[config.mk]
export PLATFORM = sky130hd
export DESIGN_NAME = xge_if_top
export DESIGN_NICKNAME = d
export VERILOG_FILES = /design/src/xge_stream_pkg.sv /design/src/xge_regs_pkg.sv /design/src/axis_width_narrow.sv /design/src/axis_width_widen.sv /design/src/if_reg_ctrl.sv /design/src/xge_if_top.sv
export SDC_FILE = /design/constraint.sdc
export NUM_CORES = 2
export LEC_CHECK = 0
export BUFFER_PORTS_ARGS = -buffer_cell sky130_fd_sc_hd__clkbuf_2
export CAP_MARGIN = 20
export CORE_AREA = 4 4 513 515
export CTS_CLUSTER_DIAMETER = 80
export DETAILED_ROUTE_END_ITERATION = 10
export DIE_AREA = 0 0 517 519
export SYNTH_ARGS = -nofsm -noshare
export SYNTH_HDL_FRONTEND = slang
export SYNTH_SLANG_ARGS = --single-unit
[constraint.sdc]
create_clock -name axi_aclk -period 72.3 [get_ports axi_aclk]
set_input_delay 7.23 -clock axi_aclk [delete_from_list [all_inputs] [get_ports axi_aclk]]
set_output_delay 7.23 -clock axi_aclk [all_outputs]
set_load 0.01 [all_outputs]
[src/xge_stream_pkg.sv]
//////////////////////////////////////////////////
// Stream widths and lane count of the 10G port
// Wide host beat and narrow MAC-side beat structs
//////////////////////////////////////////////////

`default_nettype none

package xge_stream_pkg;

  // Data path widths
  localparam int wide_data_w    = 256;                      // Host side
  localparam int narrow_data_w  = 64;                       // MAC side
  localparam int tuser_w        = 128;                      // Sideband, same on both sides
  localparam int lanes_per_beat = wide_data_w / narrow_data_w;

  // Derived widths
  localparam int wide_keep_w    = wide_data_w / 8;          // One bit per byte
  localparam int narrow_keep_w  = narrow_data_w / 8;
  localparam int lane_idx_w     = $clog2(lanes_per_beat);

  //////////////////////////////////////////////////
  // Beat structs
  //////////////////////////////////////////////////

  // One host beat, 417 bits
  typedef struct packed {
    logic [wide_data_w-1:0] tdata;
    logic [wide_keep_w-1:0] tkeep;                          // Contiguous from byte 0
    logic [tuser_w-1:0]     tuser;
    logic                   tlast;
  } axis_wide_t;

  // One MAC-side beat, 201 bits
  typedef struct packed {
    logic [narrow_data_w-1:0] tdata;
    logic [narrow_keep_w-1:0] tkeep;
    logic [tuser_w-1:0]       tuser;                        // Copied from the wide beat
    logic                     tlast;
  } axis_narrow_t;

endpackage

`default_nettype wire

[src/xge_regs_pkg.sv]
//////////////////////////////////////////////////
// Register map of the port wrapper
// Default values, interface number, strobe bus structs
//////////////////////////////////////////////////

`default_nettype none

package xge_regs_pkg;

  localparam int reg_addr_w = 8;
  localparam int reg_data_w = 32;

  // Byte addresses
  localparam logic [reg_addr_w-1:0] addr_id          = 8'h00;
  localparam logic [reg_addr_w-1:0] addr_version     = 8'h04;
  localparam logic [reg_addr_w-1:0] addr_flip        = 8'h08;
  localparam logic [reg_addr_w-1:0] addr_counter_in  = 8'h0C;
  localparam logic [reg_addr_w-1:0] addr_counter_out = 8'h10;
  localparam logic [reg_addr_w-1:0] addr_debug       = 8'h14;

  // Fixed values
  localparam logic [15:0]           if_number          = 16'h0003;      // Upper half of ID
  localparam logic [15:0]           id_default_low     = 16'hDA01;
  localparam logic [reg_data_w-1:0] version_default    = 32'h0001_0200;
  localparam logic [reg_data_w-1:0] flip_default       = 32'h0000_0000;
  localparam logic [reg_data_w-1:0] debug_default      = 32'h0000_1000; // Added on write
  localparam logic [reg_data_w-1:0] reg_unmapped_value = 32'hDEAD_BEEF;

  //////////////////////////////////////////////////
  // Register strobe bus
  //////////////////////////////////////////////////

  // Request, wr and rd never together
  typedef struct packed {
    logic                  wr;
    logic                  rd;
    logic [reg_addr_w-1:0] addr;
    logic [reg_data_w-1:0] wdata;
  } reg_req_t;

  // Response, one cycle after rd
  typedef struct packed {
    logic                  rd_valid;
    logic [reg_data_w-1:0] rdata;
  } reg_rsp_t;

endpackage

`default_nettype wire

[src/axis_width_narrow.sv]
//////////////////////////////////////////////////
// 256 to 64 bit stream converter, host to MAC
// Emits the live lanes of each wide beat in order
//////////////////////////////////////////////////

`timescale 1ns/1ps
`default_nettype none

module axis_width_narrow
  import xge_stream_pkg::*;
(
  input  logic         axi_aclk,
  input  logic         resetn_sync,
  // Host side
  input  axis_wide_t   tx_s_beat,
  input  logic         tx_s_valid,
  output logic         tx_s_ready,
  // MAC side
  output axis_narrow_t tx_m_beat,
  output logic         tx_m_valid,
  input  logic         tx_m_ready,
  // Packet pulse to counters
  output logic         tx_pkt_accepted
);

  axis_wide_t            hold_buf;    // Accepted wide beat
  logic                  hold_valid;  // Buffer owns a beat
  logic [lane_idx_w-1:0] lane_idx;    // Lane now on tx_m
  logic [lane_idx_w-1:0] lane_nxt;
  logic                  last_lane;   // Current lane is the final live one
  logic                  s_take;
  logic                  m_take;

  //////////////////////////////////////////////////
  // Handshakes
  //////////////////////////////////////////////////

  assign lane_nxt = lane_idx + 1'b1;

  // Top lane, or next keep group empty
  assign last_lane = (lane_idx == lane_idx_w'(lanes_per_beat - 1)) ||
                     (hold_buf.tkeep[lane_nxt*narrow_keep_w +: narrow_keep_w] == '0);

  assign m_take     = hold_valid && tx_m_ready;
  assign tx_s_ready = !hold_valid || (last_lane && tx_m_ready);  // Empty or draining
  assign s_take     = tx_s_valid && tx_s_ready;
  assign tx_m_valid = hold_valid;

  // Lane select
  always_comb begin
    tx_m_beat.tdata = hold_buf.tdata[lane_idx*narrow_data_w +: narrow_data_w];
    tx_m_beat.tkeep = hold_buf.tkeep[lane_idx*narrow_keep_w +: narrow_keep_w];
    tx_m_beat.tuser = hold_buf.tuser;                      // Same tuser on every lane
    tx_m_beat.tlast = hold_buf.tlast && last_lane;         // Only on the final lane
  end

  //////////////////////////////////////////////////
  // Control state
  //////////////////////////////////////////////////

  always_ff @(posedge axi_aclk) begin
    if (!resetn_sync) begin
      hold_valid      <= 1'b0;
      lane_idx        <= '0;
      tx_pkt_accepted <= 1'b0;
    end else begin
      tx_pkt_accepted <= s_take && tx_s_beat.tlast;       // End of packet taken
      if (s_take) begin
        hold_valid <= 1'b1;
        lane_idx   <= '0;                                 // Lane 0 out next cycle
      end else if (m_take) begin
        if (last_lane)
          hold_valid <= 1'b0;
        else
          lane_idx <= lane_nxt;
      end
    end
  end

  // Payload, loaded on acceptance only
  always_ff @(posedge axi_aclk) begin
    if (s_take)
      hold_buf <= tx_s_beat;
  end

endmodule

`default_nettype wire

[src/axis_width_widen.sv]
//////////////////////////////////////////////////
// 64 to 256 bit stream converter, MAC to host
// Packs narrow beats four per wide beat
//////////////////////////////////////////////////

`timescale 1ns/1ps
`default_nettype none

module axis_width_widen
  import xge_stream_pkg::*;
(
  input  logic         axi_aclk,
  input  logic         resetn_sync,
  // MAC side
  input  axis_narrow_t rx_s_beat,
  input  logic         rx_s_valid,
  output logic         rx_s_ready,
  // Host side
  output axis_wide_t   rx_m_beat,
  output logic         rx_m_valid,
  input  logic         rx_m_ready,
  // Packet pulse to counters
  output logic         rx_pkt_delivered
);

  axis_wide_t            acc_buf;     // Lanes gathered so far
  axis_wide_t            merged;      // acc_buf plus the incoming lane
  axis_wide_t            out_buf;     // Completed wide beat
  logic                  out_valid;
  logic [lane_idx_w-1:0] fill_idx;    // Next lane to fill
  logic                  s_take;
  logic                  m_take;
  logic                  close_beat;  // Wide beat completes this cycle

  //////////////////////////////////////////////////
  // Handshakes
  //////////////////////////////////////////////////

  assign rx_s_ready = !(out_valid && !rx_m_ready);        // Stall while full beat waits
  assign s_take     = rx_s_valid && rx_s_ready;
  assign m_take     = out_valid && rx_m_ready;
  assign close_beat = s_take &&
                      ((fill_idx == lane_idx_w'(lanes_per_beat - 1)) || rx_s_beat.tlast);

  assign rx_m_beat  = out_buf;
  assign rx_m_valid = out_valid;

  // Drop the incoming beat into its lane
  always_comb begin
    merged = acc_buf;
    merged.tdata[fill_idx*narrow_data_w +: narrow_data_w] = rx_s_beat.tdata;
    merged.tkeep[fill_idx*narrow_keep_w +: narrow_keep_w] = rx_s_beat.tkeep;
    if (fill_idx == '0)
      merged.tuser = rx_s_beat.tuser;                     // First beat owns tuser
    merged.tlast = rx_s_beat.tlast;
  end

  //////////////////////////////////////////////////
  // Accumulator and output state
  //////////////////////////////////////////////////

  // Accumulator is cleared so unfilled lanes read as zero
  always_ff @(posedge axi_aclk) begin
    if (!resetn_sync) begin
      acc_buf          <= '0;
      fill_idx         <= '0;
      out_valid        <= 1'b0;
      rx_pkt_delivered <= 1'b0;
    end else begin
      rx_pkt_delivered <= m_take && out_buf.tlast;
      if (close_beat) begin
        acc_buf  <= '0;
        fill_idx <= '0;
      end else if (s_take) begin
        acc_buf  <= merged;
        fill_idx <= fill_idx + 1'b1;
      end
      if (close_beat)
        out_valid <= 1'b1;                                // Replaces a beat taken now
      else if (m_take)
        out_valid <= 1'b0;
    end
  end

  always_ff @(posedge axi_aclk) begin
    if (close_beat)
      out_buf <= merged;                                  // Held until rx_m_ready
  end

endmodule

`default_nettype wire

[src/if_reg_ctrl.sv]
//////////////////////////////////////////////////
// Register block of the port wrapper
// Write decode, flip and debug registers,
// packet counters with sticky overflow, read mux
//////////////////////////////////////////////////

`timescale 1ns/1ps
`default_nettype none

module if_reg_ctrl
  import xge_regs_pkg::*;
(
  input  logic     axi_aclk,
  input  logic     resetn_sync,
  // Register strobe bus
  input  reg_req_t reg_req,
  output reg_rsp_t reg_rsp,
  // Packet pulses from the converters
  input  logic     tx_pkt_accepted,
  input  logic     rx_pkt_delivered
);

  logic [reg_data_w-1:0] flip_reg;
  logic [reg_data_w-1:0] debug_reg;
  logic [reg_data_w-1:0] counter_in;     // Host packets accepted
  logic [reg_data_w-1:0] counter_out;    // Host packets delivered
  logic [reg_data_w-1:0] rd_mux;

  logic wr_flip;
  logic wr_debug;
  logic clr_in;
  logic clr_out;

  //////////////////////////////////////////////////
  // Counter step
  //////////////////////////////////////////////////

  // Bits 30..0 count, bit 31 sticks on wrap
  function automatic logic [reg_data_w-1:0] count_step(
    input logic [reg_data_w-1:0] cnt,
    input logic                  clr,
    input logic                  inc
  );
    logic [reg_data_w-1:0] nxt;
    nxt = cnt;
    if (clr) begin
      nxt = '0;                                           // Clear wins over a pulse
    end else if (inc) begin
      nxt[reg_data_w-2:0] = cnt[reg_data_w-2:0] + 1'b1;
      nxt[reg_data_w-1]   = cnt[reg_data_w-1] | (&cnt[reg_data_w-2:0]);
    end
    return nxt;
  endfunction

  //////////////////////////////////////////////////
  // Write decode
  //////////////////////////////////////////////////

  assign wr_flip  = reg_req.wr && (reg_req.addr == addr_flip);
  assign wr_debug = reg_req.wr && (reg_req.addr == addr_debug);
  assign clr_in   = reg_req.wr && (reg_req.addr == addr_counter_in);   // Clear on write
  assign clr_out  = reg_req.wr && (reg_req.addr == addr_counter_out);

  always_ff @(posedge axi_aclk) begin
    if (!resetn_sync) begin
      flip_reg    <= flip_default;
      debug_reg   <= debug_default;
      counter_in  <= '0;
      counter_out <= '0;
    end else begin
      if (wr_flip)
        flip_reg <= ~reg_req.wdata;                       // Store the inverse
      if (wr_debug)
        debug_reg <= reg_req.wdata + debug_default;
      counter_in  <= count_step(counter_in, clr_in, tx_pkt_accepted);
      counter_out <= count_step(counter_out, clr_out, rx_pkt_delivered);
    end
  end

  //////////////////////////////////////////////////
  // Read path
  //////////////////////////////////////////////////

  always_comb begin
    case (reg_req.addr)
      addr_id:          rd_mux = {if_number, id_default_low};
      addr_version:     rd_mux = version_default;
      addr_flip:        rd_mux = flip_reg;
      addr_counter_in:  rd_mux = counter_in;
      addr_counter_out: rd_mux = counter_out;
      addr_debug:       rd_mux = debug_reg;
      default:          rd_mux = reg_unmapped_value;      // Outside the map
    endcase
  end

  // Response one cycle after rd
  always_ff @(posedge axi_aclk) begin
    if (!resetn_sync)
      reg_rsp.rd_valid <= 1'b0;
    else
      reg_rsp.rd_valid <= reg_req.rd;
  end

  always_ff @(posedge axi_aclk) begin
    if (reg_req.rd)
      reg_rsp.rdata <= rd_mux;                            // Held between reads
  end

endmodule

`default_nettype wire

[src/xge_if_top.sv]
//////////////////////////////////////////////////
// Top level of the 10G port packet path
// Transmit narrowing, receive widening, registers
//////////////////////////////////////////////////

`timescale 1ns/1ps
`default_nettype none

module xge_if_top
  import xge_stream_pkg::*, xge_regs_pkg::*;
(
  input  logic         axi_aclk,
  input  logic         resetn_sync,
  // Host transmit stream, 256 bit
  input  axis_wide_t   tx_s_beat,
  input  logic         tx_s_valid,
  output logic         tx_s_ready,
  // MAC transmit stream, 64 bit
  output axis_narrow_t tx_m_beat,
  output logic         tx_m_valid,
  input  logic         tx_m_ready,
  // MAC receive stream, 64 bit
  input  axis_narrow_t rx_s_beat,
  input  logic         rx_s_valid,
  output logic         rx_s_ready,
  // Host receive stream, 256 bit
  output axis_wide_t   rx_m_beat,
  output logic         rx_m_valid,
  input  logic         rx_m_ready,
  // Register strobe bus
  input  reg_req_t     reg_req,
  output reg_rsp_t     reg_rsp
);

  logic tx_pkt_accepted;   // Last wide beat taken from host
  logic rx_pkt_delivered;  // Last wide beat handed to host

  //////////////////////////////////////////////////
  // Packet path
  //////////////////////////////////////////////////

  axis_width_narrow u_tx_narrow (
    .axi_aclk        (axi_aclk),
    .resetn_sync     (resetn_sync),
    .tx_s_beat       (tx_s_beat),
    .tx_s_valid      (tx_s_valid),
    .tx_s_ready      (tx_s_ready),
    .tx_m_beat       (tx_m_beat),
    .tx_m_valid      (tx_m_valid),
    .tx_m_ready      (tx_m_ready),
    .tx_pkt_accepted (tx_pkt_accepted)
  );

  axis_width_widen u_rx_widen (
    .axi_aclk         (axi_aclk),
    .resetn_sync      (resetn_sync),
    .rx_s_beat        (rx_s_beat),
    .rx_s_valid       (rx_s_valid),
    .rx_s_ready       (rx_s_ready),
    .rx_m_beat        (rx_m_beat),
    .rx_m_valid       (rx_m_valid),
    .rx_m_ready       (rx_m_ready),
    .rx_pkt_delivered (rx_pkt_delivered)
  );

  // Registers, counting both directions
  if_reg_ctrl u_reg_ctrl (
    .axi_aclk         (axi_aclk),
    .resetn_sync      (resetn_sync),
    .reg_req          (reg_req),
    .reg_rsp          (reg_rsp),
    .tx_pkt_accepted  (tx_pkt_accepted),
    .rx_pkt_delivered (rx_pkt_delivered)
  );

endmodule

`default_nettype wire

==> run_results.csv <==
group,metric,value,unit
pwr,swShare,0.252,
global_routing,grt_overflow,0,
synthesis,ys_seq_area_frac,0.673,
detailed_routing,drt_first_pass_iters,6,
cells_and_area,utilization,0.271,
detailed_routing,drt-total-wl,261000,um
detailed_routing,vias,42200,
setup_path,r2r-start,"u_rx_widen.rx_m_valid",
floorplanning,core,259000,um^2
synthesis,avgSynthCellArea,12.2,um^2
cts,cts_sinks,1419,
timing,worstMarginPinSlew,1.20,ns
setup_path,crit_slowest_cell,"nand2_1",
placed_design,dp.final_hpwl,201000,um
placed_design,dp_slack,56.53,ns
hold_path,min_path_cells,2,
setup_path,critical_path.max_stage_delay,0.57,ns
timing,skew,0.0976,ns
setup_path,cp_common_cell,"clkbuf_2",
cells_and_area,area_delta_synth_final,27.5,%
synthesis,syn_area,55100,um^2
setup_path,criticalPathCategory,"primary input to output pin",
synthesis,synth_compound_area_frac,0.112,
cells_and_area,drive_above_1_share,0.329,
cells_and_area,largest_reg_flops,417,
hold_path,hold-path-endpoint,"u_rx_widen.acc_buf[1]",
floorplanning,rows,187,
cells_and_area,multiInputGateArea,14800,um^2
setup_path,cp.buffers_inverters,2,
timing,rsz0062_at_grt,"false",
setup_path,rr_worst_depth,9,
cells_and_area,nFillCells,26800,
detailed_routing,drtIter0Drc,4533,
timing,setup_ws,56.57,ns
timing,max-slew-margin-rel,0.200,
synthesis,synth_edf_count,866,
placed_design,place_area,64400,um^2
synthesis,synth.mux.area_fraction,0.0562,
pwr,p_clk_frac,0.436,
pwr,combPwrFrac,0.096,
cts,clock_latency,0.83,ns
setup_path,crit_path_end_kind,"output pin",
setup_path,cp-start-kind,"primary input",
floorplanning,ioPinCount,1321,
synthesis,synthAdderAreaFrac,0.00204,
setup_path,path_delay_family,"simple AND/OR/NAND/NOR gates",
timing,hold_slack,0.452,ns
timing,fmax,63.6,MHz
cts,ctsResizeCount,0,
setup_path,cp.arrival,8.50,ns
cts,cts_hold_buf,0,
cts,cts.htree.levels,4,
cts,clock-root-buffer,"clkbuf_16",
timing,finalSetupTns,0,ns
timing,setup_viol,0,
floorplanning,initial_core_util,0.213,
detailed_routing,route.detailed.drc,0,
cts,clkSlewWorstSetupHoldPaths,0.05,ns
timing,post-route-min-period,15.73,ns
cts,cts_buffer_depth,4,
hold_path,min_path_type,"register to register",
status,run_status,"complete, no violations",
pwr,powerDensity,28.3,nW/um^2
timing,post-route-period-util,0.218,
synthesis,ys.warnings.count,0,
cells_and_area,ff_latch_area,37100,um^2
cts,cts_tree,"built",
synthesis,synthSimpleGateAreaFrac,0.0848,
cts,cts_setup_buffers,0,
synthesis,yosysUniqueCellTypes,63,
global_routing,grt_pass1_vias,40300,
synthesis,synthesis.nets,5188,
synthesis,synth-xor-area-share,0.0110,
synthesis,synth_ff_type,"edfxtp_1",
cts,cts_buffers,174,
pwr,p_leak,25.5,nW
global_routing,grt.total_usage,0.185,
pwr,irDropWorstVdd,0.0000218,V
setup_path,crit_required,65.07,ns
cells_and_area,fin_area,70200,um^2
placed_design,io_buffer_count,1320,
synthesis,ys_ff_latch,1419,
synthesis,async_flop_share,0,
placed_design,gp_congestion,0.906,
pwr,seqPwrFrac,0.468,
timing,hold_viol_final,0,
setup_path,r2r_slack,66.89,ns
job,maxCapViolations,0,
global_routing,grt_max_degree,147,
synthesis,syn_inst,4513,
timing,slew_viol_final,0,
setup_path,path_cells,"clkbuf_2, o21ai_0, nand2_1, clkbuf_2",
hold_path,hp-start,"u_rx_widen.acc_buf[1]",
pwr,p_int,0.00149,W
floorplanning,die_y,519,um
setup_path,reg2reg_to,"u_rx_widen.acc_buf[203]",
pwr,power_switching,0.000499,W
setup_path,path_max_fanout,6,
detailed_routing,ant_nets,0,
synthesis,synth_top_family_by_area,"compound AO/OA/AOI/OAI gates",
global_routing,antenna_found_initial,179,
detailed_routing,viasPerCell,4.57,
detailed_routing,wl_per_cell,28.3,um
cells_and_area,layout.nets,6313,
global_routing,grt_pass1_wl,343000,um
floorplanning,die_area,268000,um^2
floorplanning,die_w,517,um
-- synthesized netlist by cell type (26+ instances only) --
cell type / number / area [um^2]
mux2_2: 129 / 1450
clkbuf_1: 256 / 961
dfxtp_1: 553 / 11100
a211oi_2: 28 / 350
inv_1: 315 / 1180
a22oi_1: 48 / 360
buf_2: 26 / 130
xnor2_1: 45 / 394
a221oi_1: 76 / 666
edfxtp_1: 866 / 26000
mux4_2: 72 / 1620
buf_4: 131 / 983
nor4_1: 35 / 219
a211oi_1: 304 / 2280
nor2_1: 326 / 1220
nand3_1: 45 / 225
nand2_1: 634 / 2380
a21oi_1: 159 / 796
o21ai_0: 301 / 1510
-- power by group through the flow --
stage          registers [W]  logic [W]  clock network, W
6_report            0.000929   0.000190          0.000866
5_1_grt             0.000932   0.000205          0.000920
4_1_cts             0.000929   0.000191          0.000888
3_5_place_dp        0.000945   0.000190                 0
3_3_place_gp        0.000945   0.000186                 0
2_1_floorplan       0.000960  0.0000944                 0
-- how the worst max path moves through the flow --
stage,from,end,depth (start not counted)
6_report,tx_m_ready,tx_s_ready,4
5_1_grt,tx_m_ready,tx_s_ready,4
4_1_cts,tx_m_ready,tx_s_ready,4
3_5_place_dp,tx_m_ready,tx_s_ready,4
3_3_place_gp,tx_m_ready,tx_s_ready,4
2_1_floorplan,tx_m_ready,u_tx_narrow.hold_buf[0],2
-- through the flow --
step,power (W),std cells
6_report,0.00199,9225
5_1_grt,0.00206,9203
4_1_cts,0.00201,9175
3_5_place_dp,0.00114,8861
3_3_place_gp,0.00113,8860
2_1_floorplan,0.00105,4513
-- cell type report --
class	instances	area share
inverters	317	0.0171
clock buffers	227	0.0689
clock inverters	87	0.0115
repair buffers	1375	0.101
diodes	47	0.00167
multi-input cells	2351	0.211
well taps	3402	0.0606
flip-flops and latches	1419	0.528
-- placed cells by master (no fill, tap or decap), drive strengths merged, types with 72 or more instances in the layout --
| master | instances |
|---|---|
| o21ai | 302 |
| a21oi | 159 |
| nand2 | 634 |
| mux2 | 129 |
| nor2 | 326 |
| inv | 330 |
| clkbuf | 1547 |
| mux4 | 72 |
| dfxtp | 553 |
| edfxtp | 866 |
| a221oi | 76 |
| a211oi | 332 |
-- routing by layer --
metal	share of wire	GRT usage	wire [um]
met5	0.0012	0	321
met4	0.052	0.0809	13600
met2	0.49	0.316	127000
met3	0.11	0.0763	29400
met1	0.35	0.200	90800
-- worst reg2reg max path, cell delays in order (launching register included) --
cell and delay, ns:
dfxtp_1 0.32, nand2b_1 0.07, buf_4 0.20, and2_4 0.67
o21ai_1 0.50, nand2_4 0.73, buf_4 0.85, buf_4 0.84
buf_4 0.96, a211oi_1 0.19
-- logic make-up (layout without fill, tap and decap cells) --
logic type | Yosys count | count (layout)
flip-flops | 1419 | 1419
AND/OR/NAND/NOR | 1129 | 1129
AO/OA/AOI/OAI | 941 | 941
buffers and inverters | 743 | 2006
multiplexers | 203 | 203
XOR/XNOR | 69 | 69
adder cells (fa/ha/maj) | 9 | 9
other | 0 | 47
(Power assumes the default switching activity.)
